`src/source/align_pkg.sv`:
```
package align_pkg;

  //////////////////////////////////////////////////
  // Data widths
  //////////////////////////////////////////////////

  // Bus word, also a full 32-bit instruction
  typedef logic [31:0] word_t;

  // One halfword, the unit of compressed instructions
  typedef logic [15:0] half_t;

  // Byte address of an instruction
  typedef logic [31:0] addr_t;

  //////////////////////////////////////////////////
  // Buffer sizing
  //////////////////////////////////////////////////

  // Three words cover two fetches in flight plus a split instruction
  localparam int unsigned FIFO_DEPTH = 3;

  // Index into the word store
  typedef logic [$clog2(FIFO_DEPTH)-1:0] ptr_t;

  // Limit on fetches in flight
  localparam int unsigned MAX_OUTSTANDING = 2;

  // Outstanding and flush counters
  typedef logic [1:0] cnt_t;

  // Complete instructions held, up to two per word
  typedef logic [2:0] icnt_t;

  // Where the next incoming word starts relative to instruction boundaries
  typedef enum logic [1:0] {
    PHASE_ALIGNED,
    PHASE_SKIP_LOW,
    PHASE_SPLIT
  } word_phase_e;

endpackage

```
`src/source/word_window_if.sv`:
```
`timescale 1ns/1ns

interface word_window_if import align_pkg::*; ();

  // Word at the read pointer, or the incoming response
  word_t head_word;
  logic  head_err;
  logic  head_valid;

  // Word after the read pointer, or the incoming response
  word_t next_word;
  logic  next_err;
  logic  next_valid;

  // Head word fully used, step the read pointer
  logic  advance;

  modport fifo_mp (
    output head_word, head_err, head_valid,
    output next_word, next_err, next_valid,
    input  advance
  );

  modport aligner_mp (
    input  head_word, head_err, head_valid,
    input  next_word, next_err, next_valid,
    output advance
  );

endinterface

```
`src/source/fetch_ctrl.sv`:
```
`timescale 1ns/1ns

module fetch_ctrl import align_pkg::*; (
  input  logic  clk,
  input  logic  rst_n,
  input  logic  instr_req_i,
  input  logic  pc_set_i,
  input  logic  kill_i,
  input  addr_t branch_addr_i,
  input  logic  fetch_ready_i,
  input  logic  resp_valid_i,
  input  word_t resp_rdata_i,
  input  logic  emit_i,
  output logic  fetch_valid_o,
  output logic  busy_o,
  output logic  resp_accept_o
);

  cnt_t        outst_q, outst_n;
  cnt_t        flush_q, flush_n, flush_branch;
  icnt_t       icnt_q, icnt_n, icnt_adj;
  word_phase_e phase_q, phase_n;
  cnt_t        n_incoming;
  logic        pop_q;
  logic        fetch_acc;

  //////////////////////////////////////////////////
  // Request side
  //////////////////////////////////////////////////

  // Responses still owed to an old fetch stream are dropped
  assign resp_accept_o = (flush_q != '0) ? 1'b0 : resp_valid_i;

  // Count seen by the request logic, last pop applied late
  assign icnt_adj = icnt_q - icnt_t'(pop_q);

  assign fetch_valid_o = instr_req_i &&
                         (outst_q < cnt_t'(MAX_OUTSTANDING)) &&
                         ((icnt_adj == icnt_t'(0)) ||
                          ((icnt_adj == icnt_t'(1)) && (outst_q == '0)) ||
                          pc_set_i);

  // Busy while responses are due or a request is up
  assign busy_o    = (outst_q != '0) || fetch_valid_o;
  assign fetch_acc = fetch_valid_o && fetch_ready_i;

  // Up on an accepted fetch, down on every raw response
  always_comb begin
    outst_n = outst_q;
    if (fetch_acc && !resp_valid_i) begin
      outst_n = outst_q + cnt_t'(1);
    end else if (!fetch_acc && resp_valid_i) begin
      outst_n = outst_q - cnt_t'(1);
    end
  end

  //////////////////////////////////////////////////
  // Flush and instruction counting
  //////////////////////////////////////////////////

  // A response arriving with the kill is already out of the way
  always_comb begin
    flush_branch = outst_q;
    if (kill_i && resp_valid_i) begin
      flush_branch = outst_q - cnt_t'(1);
    end
  end

  always_comb begin
    flush_n = flush_q;
    if (pc_set_i) begin
      flush_n = flush_branch;
    end else if (resp_valid_i && (flush_q != '0)) begin
      flush_n = flush_q - cnt_t'(1);
    end
  end

  // Complete instructions in each accepted word
  always_comb begin
    phase_n    = phase_q;
    n_incoming = '0;
    if (pc_set_i) begin
      // Unaligned target, low half of the first word is skipped
      phase_n = branch_addr_i[1] ? PHASE_SKIP_LOW : PHASE_ALIGNED;
    end else if (resp_accept_o) begin
      unique case (phase_q)
        PHASE_ALIGNED: begin
          if (resp_rdata_i[1:0] == 2'b11) begin
            n_incoming = cnt_t'(1);
          end else if (resp_rdata_i[17:16] == 2'b11) begin
            // Upper half opens a 32-bit instruction
            n_incoming = cnt_t'(1);
            phase_n    = PHASE_SPLIT;
          end else begin
            n_incoming = cnt_t'(2);
          end
        end
        PHASE_SKIP_LOW: begin
          if (resp_rdata_i[17:16] == 2'b11) begin
            phase_n = PHASE_SPLIT;
          end else begin
            n_incoming = cnt_t'(1);
            phase_n    = PHASE_ALIGNED;
          end
        end
        default: begin
          // Low half closes the split instruction
          if (resp_rdata_i[17:16] == 2'b11) begin
            n_incoming = cnt_t'(1);
          end else begin
            n_incoming = cnt_t'(2);
            phase_n    = PHASE_ALIGNED;
          end
        end
      endcase
    end
  end

  // Pops are taken one cycle late to keep instr_ready_i off this path
  assign icnt_n = kill_i ? '0 : icnt_adj + icnt_t'(n_incoming);

  always_ff @(posedge clk or negedge rst_n) begin
    if (!rst_n) begin
      outst_q <= '0;
      flush_q <= '0;
      icnt_q  <= '0;
      phase_q <= PHASE_ALIGNED;
      pop_q   <= 1'b0;
    end else begin
      outst_q <= outst_n;
      flush_q <= flush_n;
      icnt_q  <= icnt_n;
      phase_q <= phase_n;
      pop_q   <= emit_i;
    end
  end

endmodule

```
`src/source/resp_fifo.sv`:
```
`timescale 1ns/1ns

module resp_fifo import align_pkg::*; (
  input  logic  clk,
  input  logic  rst_n,
  input  logic  pc_set_i,
  input  logic  kill_i,
  input  logic  resp_accept_i,
  input  word_t resp_rdata_i,
  input  logic  resp_err_i,
  word_window_if.fifo_mp win
);

  word_t                 mem_q [FIFO_DEPTH];
  logic [FIFO_DEPTH-1:0] err_q;
  logic [FIFO_DEPTH-1:0] valid_q, valid_n;
  ptr_t                  wptr, rptr, rptr2;

  // Step a pointer, wrapping after the last entry
  function automatic ptr_t ptr_next(input ptr_t p);
    ptr_t r;
    r = (p == ptr_t'(FIFO_DEPTH - 1)) ? '0 : p + ptr_t'(1);
    return r;
  endfunction

  assign rptr2 = ptr_next(rptr);

  //////////////////////////////////////////////////
  // Read window
  //////////////////////////////////////////////////

  // Empty head entry is filled straight from the bus
  assign win.head_word  = valid_q[rptr] ? mem_q[rptr] : resp_rdata_i;
  assign win.head_err   = valid_q[rptr] ? err_q[rptr] : resp_err_i;
  assign win.head_valid = valid_q[rptr] || resp_accept_i;

  // Same for the second entry
  assign win.next_word  = valid_q[rptr2] ? mem_q[rptr2] : resp_rdata_i;
  assign win.next_err   = valid_q[rptr2] ? err_q[rptr2] : resp_err_i;
  // Stored entries fill in order, so a stored next implies a stored head
  assign win.next_valid = valid_q[rptr2] || (valid_q[rptr] && resp_accept_i);

  //////////////////////////////////////////////////
  // Valid bits
  //////////////////////////////////////////////////

  // Set on write before clear on advance, covers the bypassed head
  always_comb begin
    valid_n = valid_q;
    if (resp_accept_i) begin
      valid_n[wptr] = 1'b1;
    end
    if (win.advance) begin
      valid_n[rptr] = 1'b0;
    end
  end

  always_ff @(posedge clk or negedge rst_n) begin
    if (!rst_n) begin
      valid_q <= '0;
      wptr    <= '0;
      rptr    <= '0;
    end else begin
      // Kill drops every stored word
      valid_q <= kill_i ? '0 : valid_n;
      if (pc_set_i) begin
        wptr <= '0;
        rptr <= '0;
      end else begin
        if (resp_accept_i) begin
          wptr <= ptr_next(wptr);
        end
        if (win.advance) begin
          rptr <= rptr2;
        end
      end
    end
  end

  // Word store
  always_ff @(posedge clk) begin
    if (resp_accept_i) begin
      mem_q[wptr] <= resp_rdata_i;
      err_q[wptr] <= resp_err_i;
    end
  end

endmodule

```
`src/source/instr_aligner.sv`:
```
`timescale 1ns/1ns

module instr_aligner import align_pkg::*; (
  input  logic  clk,
  input  logic  rst_n,
  input  logic  pc_set_i,
  input  logic  kill_i,
  input  addr_t branch_addr_i,
  input  logic  instr_ready_i,
  word_window_if.aligner_mp win,
  output logic  emit_o,
  output logic  instr_valid_o,
  output word_t instr_rdata_o,
  output logic  instr_err_o,
  output addr_t instr_addr_o
);

  addr_t addr_q, addr_n;
  half_t head_hi, next_lo;
  logic  unaligned;
  logic  is_compressed;
  logic  aligned_is_compressed;
  logic  unaligned_is_compressed;
  logic  err_unaligned;

  //////////////////////////////////////////////////
  // Instruction assembly
  //////////////////////////////////////////////////

  assign unaligned = addr_q[1];
  assign head_hi   = win.head_word[31:16];
  assign next_lo   = win.next_word[15:0];

  // Only meaningful while the head is valid
  assign aligned_is_compressed   = win.head_word[1:0] != 2'b11;
  assign unaligned_is_compressed = head_hi[1:0] != 2'b11;
  assign is_compressed = unaligned ? unaligned_is_compressed : aligned_is_compressed;

  // Split instruction takes the fault of both words
  assign err_unaligned = unaligned_is_compressed ? win.head_err :
                         (win.head_err || win.next_err);

  always_comb begin
    if (unaligned) begin
      instr_rdata_o = {next_lo, head_hi};
      instr_err_o   = err_unaligned;
    end else begin
      instr_rdata_o = win.head_word;
      instr_err_o   = win.head_err;
    end
  end

  // Second word needed only by an unaligned 32-bit instruction
  always_comb begin
    if (kill_i) begin
      instr_valid_o = 1'b0;
    end else if (unaligned && !unaligned_is_compressed) begin
      instr_valid_o = win.next_valid;
    end else begin
      instr_valid_o = win.head_valid;
    end
  end

  assign emit_o = instr_valid_o && instr_ready_i;

  // Head is kept only when its upper half still holds an instruction
  assign win.advance = emit_o && (unaligned || !aligned_is_compressed);

  //////////////////////////////////////////////////
  // Instruction address
  //////////////////////////////////////////////////

  always_comb begin
    addr_n = addr_q;
    if (pc_set_i) begin
      addr_n = branch_addr_i;
    end else if (emit_o) begin
      addr_n = addr_q + (is_compressed ? addr_t'(2) : addr_t'(4));
    end
  end

  always_ff @(posedge clk or negedge rst_n) begin
    if (!rst_n) begin
      addr_q <= '0;
    end else begin
      addr_q <= addr_n;
    end
  end

  assign instr_addr_o = addr_q;

endmodule

```
`src/source/alignment_buffer.sv`:
```
`timescale 1ns/1ns

module alignment_buffer import align_pkg::*; (
  input  logic  clk,
  input  logic  rst_n,
  // Core control
  input  logic  instr_req_i,
  input  logic  pc_set_i,
  input  logic  kill_i,
  input  addr_t branch_addr_i,
  output logic  busy_o,
  // Prefetcher request side
  output logic  fetch_valid_o,
  input  logic  fetch_ready_i,
  output logic  fetch_branch_o,
  output addr_t fetch_branch_addr_o,
  // Prefetcher response side
  input  logic  resp_valid_i,
  input  word_t resp_rdata_i,
  input  logic  resp_err_i,
  // Fetch stage
  output logic  instr_valid_o,
  input  logic  instr_ready_i,
  output word_t instr_rdata_o,
  output logic  instr_err_o,
  output addr_t instr_addr_o
);

  logic resp_accept;
  logic emit;

  word_window_if win ();

  // Prefetcher restarts on the word holding the target
  assign fetch_branch_o      = pc_set_i;
  assign fetch_branch_addr_o = {branch_addr_i[31:2], 2'b00};

  //////////////////////////////////////////////////
  // Blocks
  //////////////////////////////////////////////////

  fetch_ctrl u_fetch_ctrl (
    .clk           (clk),
    .rst_n         (rst_n),
    .instr_req_i   (instr_req_i),
    .pc_set_i      (pc_set_i),
    .kill_i        (kill_i),
    .branch_addr_i (branch_addr_i),
    .fetch_ready_i (fetch_ready_i),
    .resp_valid_i  (resp_valid_i),
    .resp_rdata_i  (resp_rdata_i),
    .emit_i        (emit),
    .fetch_valid_o (fetch_valid_o),
    .busy_o        (busy_o),
    .resp_accept_o (resp_accept)
  );

  resp_fifo u_resp_fifo (
    .clk           (clk),
    .rst_n         (rst_n),
    .pc_set_i      (pc_set_i),
    .kill_i        (kill_i),
    .resp_accept_i (resp_accept),
    .resp_rdata_i  (resp_rdata_i),
    .resp_err_i    (resp_err_i),
    .win           (win.fifo_mp)
  );

  instr_aligner u_instr_aligner (
    .clk           (clk),
    .rst_n         (rst_n),
    .pc_set_i      (pc_set_i),
    .kill_i        (kill_i),
    .branch_addr_i (branch_addr_i),
    .instr_ready_i (instr_ready_i),
    .win           (win.aligner_mp),
    .emit_o        (emit),
    .instr_valid_o (instr_valid_o),
    .instr_rdata_o (instr_rdata_o),
    .instr_err_o   (instr_err_o),
    .instr_addr_o  (instr_addr_o)
  );

endmodule

```
`config.mk`:
```
export PLATFORM = sky130hd
export DESIGN_NAME = alignment_buffer
export DESIGN_NICKNAME = d
export VERILOG_FILES = /design/src/source/align_pkg.sv /design/src/source/word_window_if.sv /design/src/source/fetch_ctrl.sv /design/src/source/resp_fifo.sv /design/src/source/instr_aligner.sv /design/src/source/alignment_buffer.sv
export SDC_FILE = /design/constraint.sdc
export NUM_CORES = 1
export LEC_CHECK = 0
export ABC_AREA = 1
export BUFFER_PORTS_ARGS = -buffer_cell sky130_fd_sc_hd__buf_2
export CORE_ASPECT_RATIO = 0.75
export CORE_MARGIN = 2
export CORE_UTILIZATION = 28
export DETAILED_ROUTE_END_ITERATION = 10
export HOLD_SLACK_MARGIN = 0.15
export PLACE_DENSITY_LB_ADDON = 0.15
export SLEW_MARGIN = 40
export SYNTH_ARGS = -nofsm -noshare
export SYNTH_HDL_FRONTEND = slang
export SYNTH_SLANG_ARGS = --single-unit
export TNS_END_PERCENT = 50
```
`constraint.sdc`:
```
create_clock -name clk -period 11.04 [get_ports clk]
set_clock_uncertainty 0.1 [all_clocks]
set_input_delay 1.656 -clock clk [delete_from_list [all_inputs] [get_ports clk]]
set_output_delay 1.656 -clock clk [all_outputs]
set_load 0.1 [all_outputs]
```
==> flow_metrics.env, run 1 <==
export IMPL_ys_types=40
export IMPL_path_clk_slew_ns=0.07
export IMPL_outcome="complete, no violations"
export IMPL_cpMaxStageDelayCell="buf_2"
export IMPL_crit_fanout=43
export IMPL_layout_drive_gt1_share=0.206
export IMPL_min_period_ns=5.32
export IMPL_post_cts_resized=0
export IMPL_cp_end_kind="primary output"
export IMPL_maxCapViolations=0
export IMPL_cts_buffers=17
export IMPL_ff2ff_setup_slack_ns=6.63
export IMPL_setup_tns_ns=0
export IMPL_p_per_area_nw_per_um2=254
export IMPL_rows=54
export IMPL_rsz0062_at_grt="no"
export IMPL_register_area_um2=4200
export IMPL_max_slew_margin_rel=0.519
export IMPL_crit_arrival_ns=3.57
export IMPL_root_buffer="clkbuf_16"
export IMPL_initial_utilization=0.286
export IMPL_track_usage=0.169
export IMPL_detailed_place_area_um2=9350
export IMPL_vias=7315
export IMPL_io_pins=174
export IMPL_antenna_found_initial=3
export IMPL_power_share_sequential=0.292
export IMPL_dp_hpwl_um=18400
export IMPL_hold_violations=0
export IMPL_switching_share=0.522
export IMPL_critPathRequiredTime_ns=9.28
export IMPL_grt_ovfl_total=0
export IMPL_fmax_mhz=188
export IMPL_cts_tree="done"
export IMPL_reg2reg_from="u_resp_fifo.rptr[1]"
export IMPL_p_leak_nw=4.34
export IMPL_clockBufferDepth=2
export IMPL_avgViaCountPerCell=4.76
export IMPL_critPathMaxStageDelay_ns=0.50
export IMPL_yosys_warnings=0
export IMPL_drt_iter0_markers=454
export IMPL_async_flop_share=0.331
export IMPL_netlist_instances=1010
export IMPL_switching_power_mw=1.32
export IMPL_postRouteAntennaNets=0
export IMPL_intPower_mw=1.21
export IMPL_drt_total_wl_um=26500
export IMPL_avgSynthCellArea_um2=8.28
export IMPL_worstHoldPathCells=2
export IMPL_ys_seq_elements=148
export IMPL_dr_pass1_iters=5
export IMPL_postCtsSetupBuffers=0
export IMPL_cp_cell_sequence="buf_4 > nand3_2 > nand3_2 > buf_4 > nor2_1 > a41oi_1 > nand2_1 > o21ai_0 > buf_2"
export IMPL_combPwrFrac=0.467
export IMPL_fillers=3097
export IMPL_start_kind="register"
export IMPL_netlist_area_um2=8360
export IMPL_place_gp_congestion=0.849
export IMPL_hp_class="register to register"
export IMPL_area_growth_pct=19.1
export IMPL_setup_viol=0
export IMPL_port_buffer_count=171
export IMPL_post_route_cell_area_um2=9960
export IMPL_synth_edf_count=99
export IMPL_ir_drop_uv=194
export IMPL_die_area_um2=31300
export IMPL_drcViolationCount=0
export IMPL_path_class="register to primary output"
export IMPL_synth_top_cell_by_area="edfxtp_1"
export IMPL_drv_slew=0
export IMPL_synth_commonest_cells="320 x nand2_1, 99 x edfxtp_1, 89 x inv_1"
export IMPL_cts_sinks=148
export IMPL_die_x_um=204
export IMPL_fin_nets=1213
export IMPL_core_area_um2=29300
export IMPL_yosys_area_top_type_share=0.355
export IMPL_clockPowerShare=0.241
export IMPL_grt_max_degree=57
export IMPL_h_tree_depth=4
export IMPL_synthFlopType="edfxtp_1"
export IMPL_grt_pass1_vias=6645
export IMPL_die_h_um=154
export IMPL_wl_per_cell_um=17.3
export IMPL_hold_start="u_instr_aligner.instr_addr_o[0]"
export IMPL_seq_area_frac_synth=0.502
export IMPL_holdPathEnd="u_instr_aligner.instr_addr_o[0]"
export IMPL_worstRegToRegCells=20
export IMPL_synth_most_common_cell="nand2_1"
export IMPL_worst_slew_pin_slew_ns=0.722
export IMPL_insertion_delay_ns=0.43
export IMPL_grt_pass1_wl_um=40400
export IMPL_multiInputGateArea_um2=3360
export IMPL_reg2reg_to="u_instr_aligner.instr_addr_o[31]"
export IMPL_ys_top_cells_by_area="edfxtp_1 36%, dfrtp_1 15%, nand2_1 14%, o21ai_0 4.7%, inv_1 4.0%"
export IMPL_hold_buffers=0
export IMPL_timing_final_crit_share=0.482
==> area by class of cell <==
| type | count | share of cell area |
|---|---|---|
| flip-flops and latches | 148 | 0.422 |
| multi-input cells | 685 | 0.337 |
| repair buffers | 182 | 0.0942 |
| well taps | 392 | 0.0492 |
| clock buffers | 17 | 0.0427 |
| inverters | 96 | 0.0362 |
| clock inverters | 15 | 0.0185 |
| diodes | 2 | 0.000503 |
==> metal layers <==
layer	vias up	wire (um)	global-route usage
met4	2	200	0.0379
met1	3481	13600	0.257
met3	14	1600	0.0424
met5	-	16	0
met2	204	11100	0.240
li1	3614	-	-
==> worst max path at each step <==
stage,from,to,slack [ns],depth (start not counted)
2_1_floorplan,pc_set_i,busy_o,4.27,5
3_5_place_dp,u_resp_fifo.rptr[1],instr_rdata_o[6],6.20,7
6_report,u_resp_fifo.rptr[1],instr_rdata_o[7],5.72,9
3_3_place_gp,resp_valid_i,instr_valid_o,6.17,10
4_1_cts,u_resp_fifo.rptr[1],instr_rdata_o[6],5.72,7
5_1_grt,u_resp_fifo.rptr[1],instr_rdata_o[8],5.49,7
==> cells in the final DEF (no fill, tap or decap), drive strengths merged, types with 4 or more instances in the layout <==
cell type and instances:
clkbuf 17, o221ai 12, edfxtp 99, xor2 16, nand4 26, inv 104, o21ai 92, xnor2 7
dfrtp 49, nand2 322, a22oi 4, o22ai 20, nand3 31, nor3 20, a21oi 46, buf 182
nor2 52, a31oi 6, ha 8
==> critical path, delay by kind of cell (launching register included) <==
kind / cells / cell delay, ns
AOI/OAI and AO/OA: 2 / 0.42
buffers and inverters: 3 / 1.38
DFF: 1 / 0.32
and+or+nand+nor: 4 / 0.99
==> registers in the layout (all words and copies together) (netlist names), 3 cells and up <==
name                          flops
u_resp_fifo.mem_q                96
u_instr_aligner.instr_addr_o     32
u_fetch_ctrl.icnt_q               3
u_resp_fifo.err_q                 3
u_resp_fifo.valid_q               3
==> power by group through the flow <==
stage          logic [mW]  registers (mW)  clock network [mW]
3_3_place_gp         1.18           0.751                   0
6_report             1.18           0.740               0.610
3_5_place_dp         1.18           0.750                   0
2_1_floorplan       0.797           0.908                   0
5_1_grt              1.25           0.750               0.647
4_1_cts              1.19           0.739               0.627
==> cell families after synthesis <==
family | synth area share
AND/OR/NAND/NOR | 0.226
adder cells (fa/ha/maj) | 0.0168
AO/OA/AOI/OAI | 0.130
multiplexers | 0.00135
buffers and inverters | 0.0998
flip-flops | 0.502
other | 0.000448
XOR/XNOR | 0.0241
==> stage by stage <==
step / hold slack, ns / std cells / total power, mW / util / setup slack [ns]
global placement: 0.352 / 1503 / 1.93 / 0.319 / 6.17
CTS: 0.377 / 1535 / 2.55 / 0.340 / 5.72
global route: 0.417 / 1535 / 2.65 / 0.340 / 5.49
floorplan: 0.368 / 1011 / 1.70 / - / 4.27
detailed placement: 0.359 / 1503 / 1.93 / 0.319 / 6.20
finish: 0.372 / 1537 / 2.53 / 0.340 / 5.72
No activity file was read; power rests on OpenSTA's default activity.
==> inputs of run 2 (changes only) <==
--- a/config.mk
+++ b/config.mk
@@ -5,7 +5,7 @@
 export SDC_FILE = /design/constraint.sdc
 export NUM_CORES = 1
 export LEC_CHECK = 0
-export ABC_AREA = 1
+export ABC_AREA = 0
 export BUFFER_PORTS_ARGS = -buffer_cell sky130_fd_sc_hd__buf_2
 export CORE_ASPECT_RATIO = 0.75
 export CORE_MARGIN = 2
==> constraint.sdc (replaced) <==
create_clock -name clk -period 4.97 [get_ports clk]
set_clock_uncertainty 0.1 [all_clocks]
set_input_delay 0.7455 -clock clk [delete_from_list [all_inputs] [get_ports clk]]
set_output_delay 0.7455 -clock clk [all_outputs]
set_load 0.1 [all_outputs]
==> run 2 against run 1 <==
  * Wire length fell by 19%
  * Critical path depth shrank 2
  * First-iteration DRC count down 42%
  * Sequential cell count is the same
  * Worst setup slack lost 4.8 ns
  * Via count down 17%
  * Clock power up 110%
  * Clock-buffer cell count is 1 higher
  * Area after synthesis is 2.4% lower
  * Critical path type unchanged
  * Sequential share of layout area rose by 0.90 points
==> flow_metrics.env, run 2 <==
export IMPL_n_antenna_cell=0
export IMPL_hold_violations=0
export IMPL_p_per_area_nw_per_um2=470
export IMPL_switching_power_mw=2.06
export IMPL_die_x_um=201
export IMPL_outcome="complete, no violations"
export IMPL_crit_fanout=63
export IMPL_switching_share=0.450
export IMPL_ir_drop_uv=224
export IMPL_netlist_instances=774
export IMPL_drv_slew=0
export IMPL_final_cell_mix="171 x buf_2, 114 x nor2_1, 99 x a21oi_1, 99 x edfxtp_1, 69 x mux2i_1"
export IMPL_die_h_um=152
export IMPL_synth_most_common_cell="nor2_1"
export IMPL_dr_pass1_iters=5
export IMPL_antenna_found_initial=1
export IMPL_path_clk_slew_ns=0.07
export IMPL_ys_top_cells_by_area="edfxtp_1 36%, dfrtp_1 15%, mux2i_1 8.5%, a21oi_1 6.1%, nor2_1 5.2%"
export IMPL_hold_buffers=0
export IMPL_synth_edf_count=99
export IMPL_min_period_ns=4.01
export IMPL_combPwrFrac=0.390
export IMPL_avgViaCountPerCell=4.68
export IMPL_fin_nets=983
export IMPL_start_kind="register"
export IMPL_timing_final_crit_share=0.806
export IMPL_core_area_um2=28900
export IMPL_async_flop_share=0.331
export IMPL_setup_viol=0
export IMPL_area_growth_pct=19.6
export IMPL_port_buffer_count=171
export IMPL_fmax_mhz=250
export IMPL_root_buffer="clkbuf_16"
export IMPL_synthFlopType="edfxtp_1"
export IMPL_crit_arrival_ns=3.16
export IMPL_post_cts_resized=0
export IMPL_wl_per_cell_um=16.5
export IMPL_hp_class="primary input to async pin"
export IMPL_cts_sinks=148
export IMPL_top_register="u_resp_fifo.mem_q"
export IMPL_cts_buffers=17
export IMPL_ys_seq_elements=148
export IMPL_clockBufferDepth=2
export IMPL_postRouteAntennaNets=0
export IMPL_drt_iter0_markers=264
export IMPL_rows=54
export IMPL_synth_commonest_cells="114 x nor2_1, 99 x a21oi_1, 99 x edfxtp_1"
export IMPL_dp_hpwl_um=14500
export IMPL_yosys_area_top_type_share=0.364
export IMPL_maxCapViolations=0
export IMPL_layout_drive_gt1_share=0.285
export IMPL_largest_register_ffs=96
export IMPL_final_common_cell="buf_2"
export IMPL_seq_area_frac_synth=0.515
export IMPL_netlist_area_um2=8160
export IMPL_max_slew_margin_rel=0.495
export IMPL_setup_slack_ns=0.962
export IMPL_cp_end_kind="primary output"
export IMPL_ys_types=54
export IMPL_setup_tns_ns=0
export IMPL_clockPowerShare=0.277
export IMPL_grt_ovfl_total=0
export IMPL_intPower_mw=2.52
export IMPL_die_area_um2=30500
export IMPL_h_tree_depth=4
export IMPL_path_class="register to primary output"
export IMPL_cts_tree="done"
export IMPL_power_share_sequential=0.333
export IMPL_io_pins=174
export IMPL_synth_top_cell_by_area="edfxtp_1"
export IMPL_vias=6105
export IMPL_worst_slew_pin_slew_ns=0.757
export IMPL_initial_utilization=0.283
export IMPL_grt_pass1_vias=5862
export IMPL_grt_max_degree=96
export IMPL_avgSynthCellArea_um2=10.5
export IMPL_insertion_delay_ns=0.43
export IMPL_rsz0062_at_grt="no"
export IMPL_grt_pass1_wl_um=34500
export IMPL_drcViolationCount=0
export IMPL_place_gp_congestion=0.751
export IMPL_p_leak_nw=3.68
export IMPL_track_usage=0.144
export IMPL_postCtsSetupBuffers=0
export IMPL_place_ws_ns=1.07
export IMPL_critPathRequiredTime_ns=4.12
export IMPL_yosys_warnings=0
export IMPL_drt_total_wl_um=21500
## run 2: cell count changes in the layout (fill, tap and decap cells not counted), moves of 20 or more
cell     change
o21ai_0     -71
nor2_1      +67
a21oi_1     +53
o22ai_1     -20
inv_1       -73
mux2i_1     +69
nand4_1     -20
nand2_1    -278
## run 2: worst paths after layout
path / start / cells past startpoint / to / slack (ns)
max: u_resp_fifo.rptr[0] / 7 / instr_rdata_o[6] / 0.96
min: rst_n / 2 / u_instr_aligner.instr_addr_o[0] / 0.32
max reg2reg: u_resp_fifo.rptr[0] / 15 / u_instr_aligner.instr_addr_o[31] / 1.06
min reg2reg: u_fetch_ctrl.outst_q[0] / 1 / u_fetch_ctrl.outst_q[0] / 0.38
max in group asynchronous: rst_n / 2 / u_resp_fifo.rptr[1] / 3.91
min in group clk: u_fetch_ctrl.outst_q[0] / 1 / u_fetch_ctrl.outst_q[0] / 0.38
## run 2: cell type report
| cell class | count | area, um2 |
|---|---|---|
| timing repair buffer | 186 | 972 |
| tap | 392 | 490 |
| multi-input combinational | 532 | 3470 |
| fill | 3013 | 19100 |
| inverter | 15 | 56.3 |
| clock buffer | 18 | 429 |
| sequential | 148 | 4200 |
| clock inverter | 14 | 139 |
## run 2: per-layer routing
layer  GRT usage  wire length [um]  up-vias  share of wire
li1            -                 -     3021              -
met1       0.213             11100     2983           0.52
met2       0.215              9500       87           0.44
met3      0.0313               702       12          0.033
met4      0.0296               166        2         0.0077
met5           0                13        -        0.00061
## run 2: stage by stage
stage           util  cells  hold WS (ns)  instance area [um2]  power, mW
3_5_place_dp   0.319   1273         0.373                 9190       3.36
4_1_cts        0.338   1305         0.349                 9760       4.63
2_1_floorplan      -    775         0.346                 8160       3.02
5_1_grt        0.338   1305         0.372                 9760       4.80
6_report       0.338   1305         0.322                 9760       4.58
3_3_place_gp   0.318   1273         0.361                 9190       3.36
## run 2: logic make-up after synthesis
family	synth area share
muxes	0.103
adders and majority gates	0.0172
AOI/OAI and AO/OA	0.119
and+or+nand+nor	0.147
buffers and inverters	0.0630
xor gates and xnor gates	0.0365
other	0.000460
DFF	0.515
## run 2: critical path: stages (launching register included)
cell and delay [ns]:
dfrtp_2 0.45, buf_4 0.27, nand3b_1 0.18, o21a_2 0.26
buf_4 0.58, a21oi_1 0.32, a21oi_1 0.20, buf_2 0.44
## run 2: power by group through the flow
stage	Combinational (mW)	Sequential, mW	Clock [mW]
floorplan	1.29	1.72	0
global placement	1.80	1.55	0
detailed placement	1.80	1.55	0
CTS	1.81	1.53	1.30
global route	1.91	1.54	1.35
finish	1.78	1.53	1.27
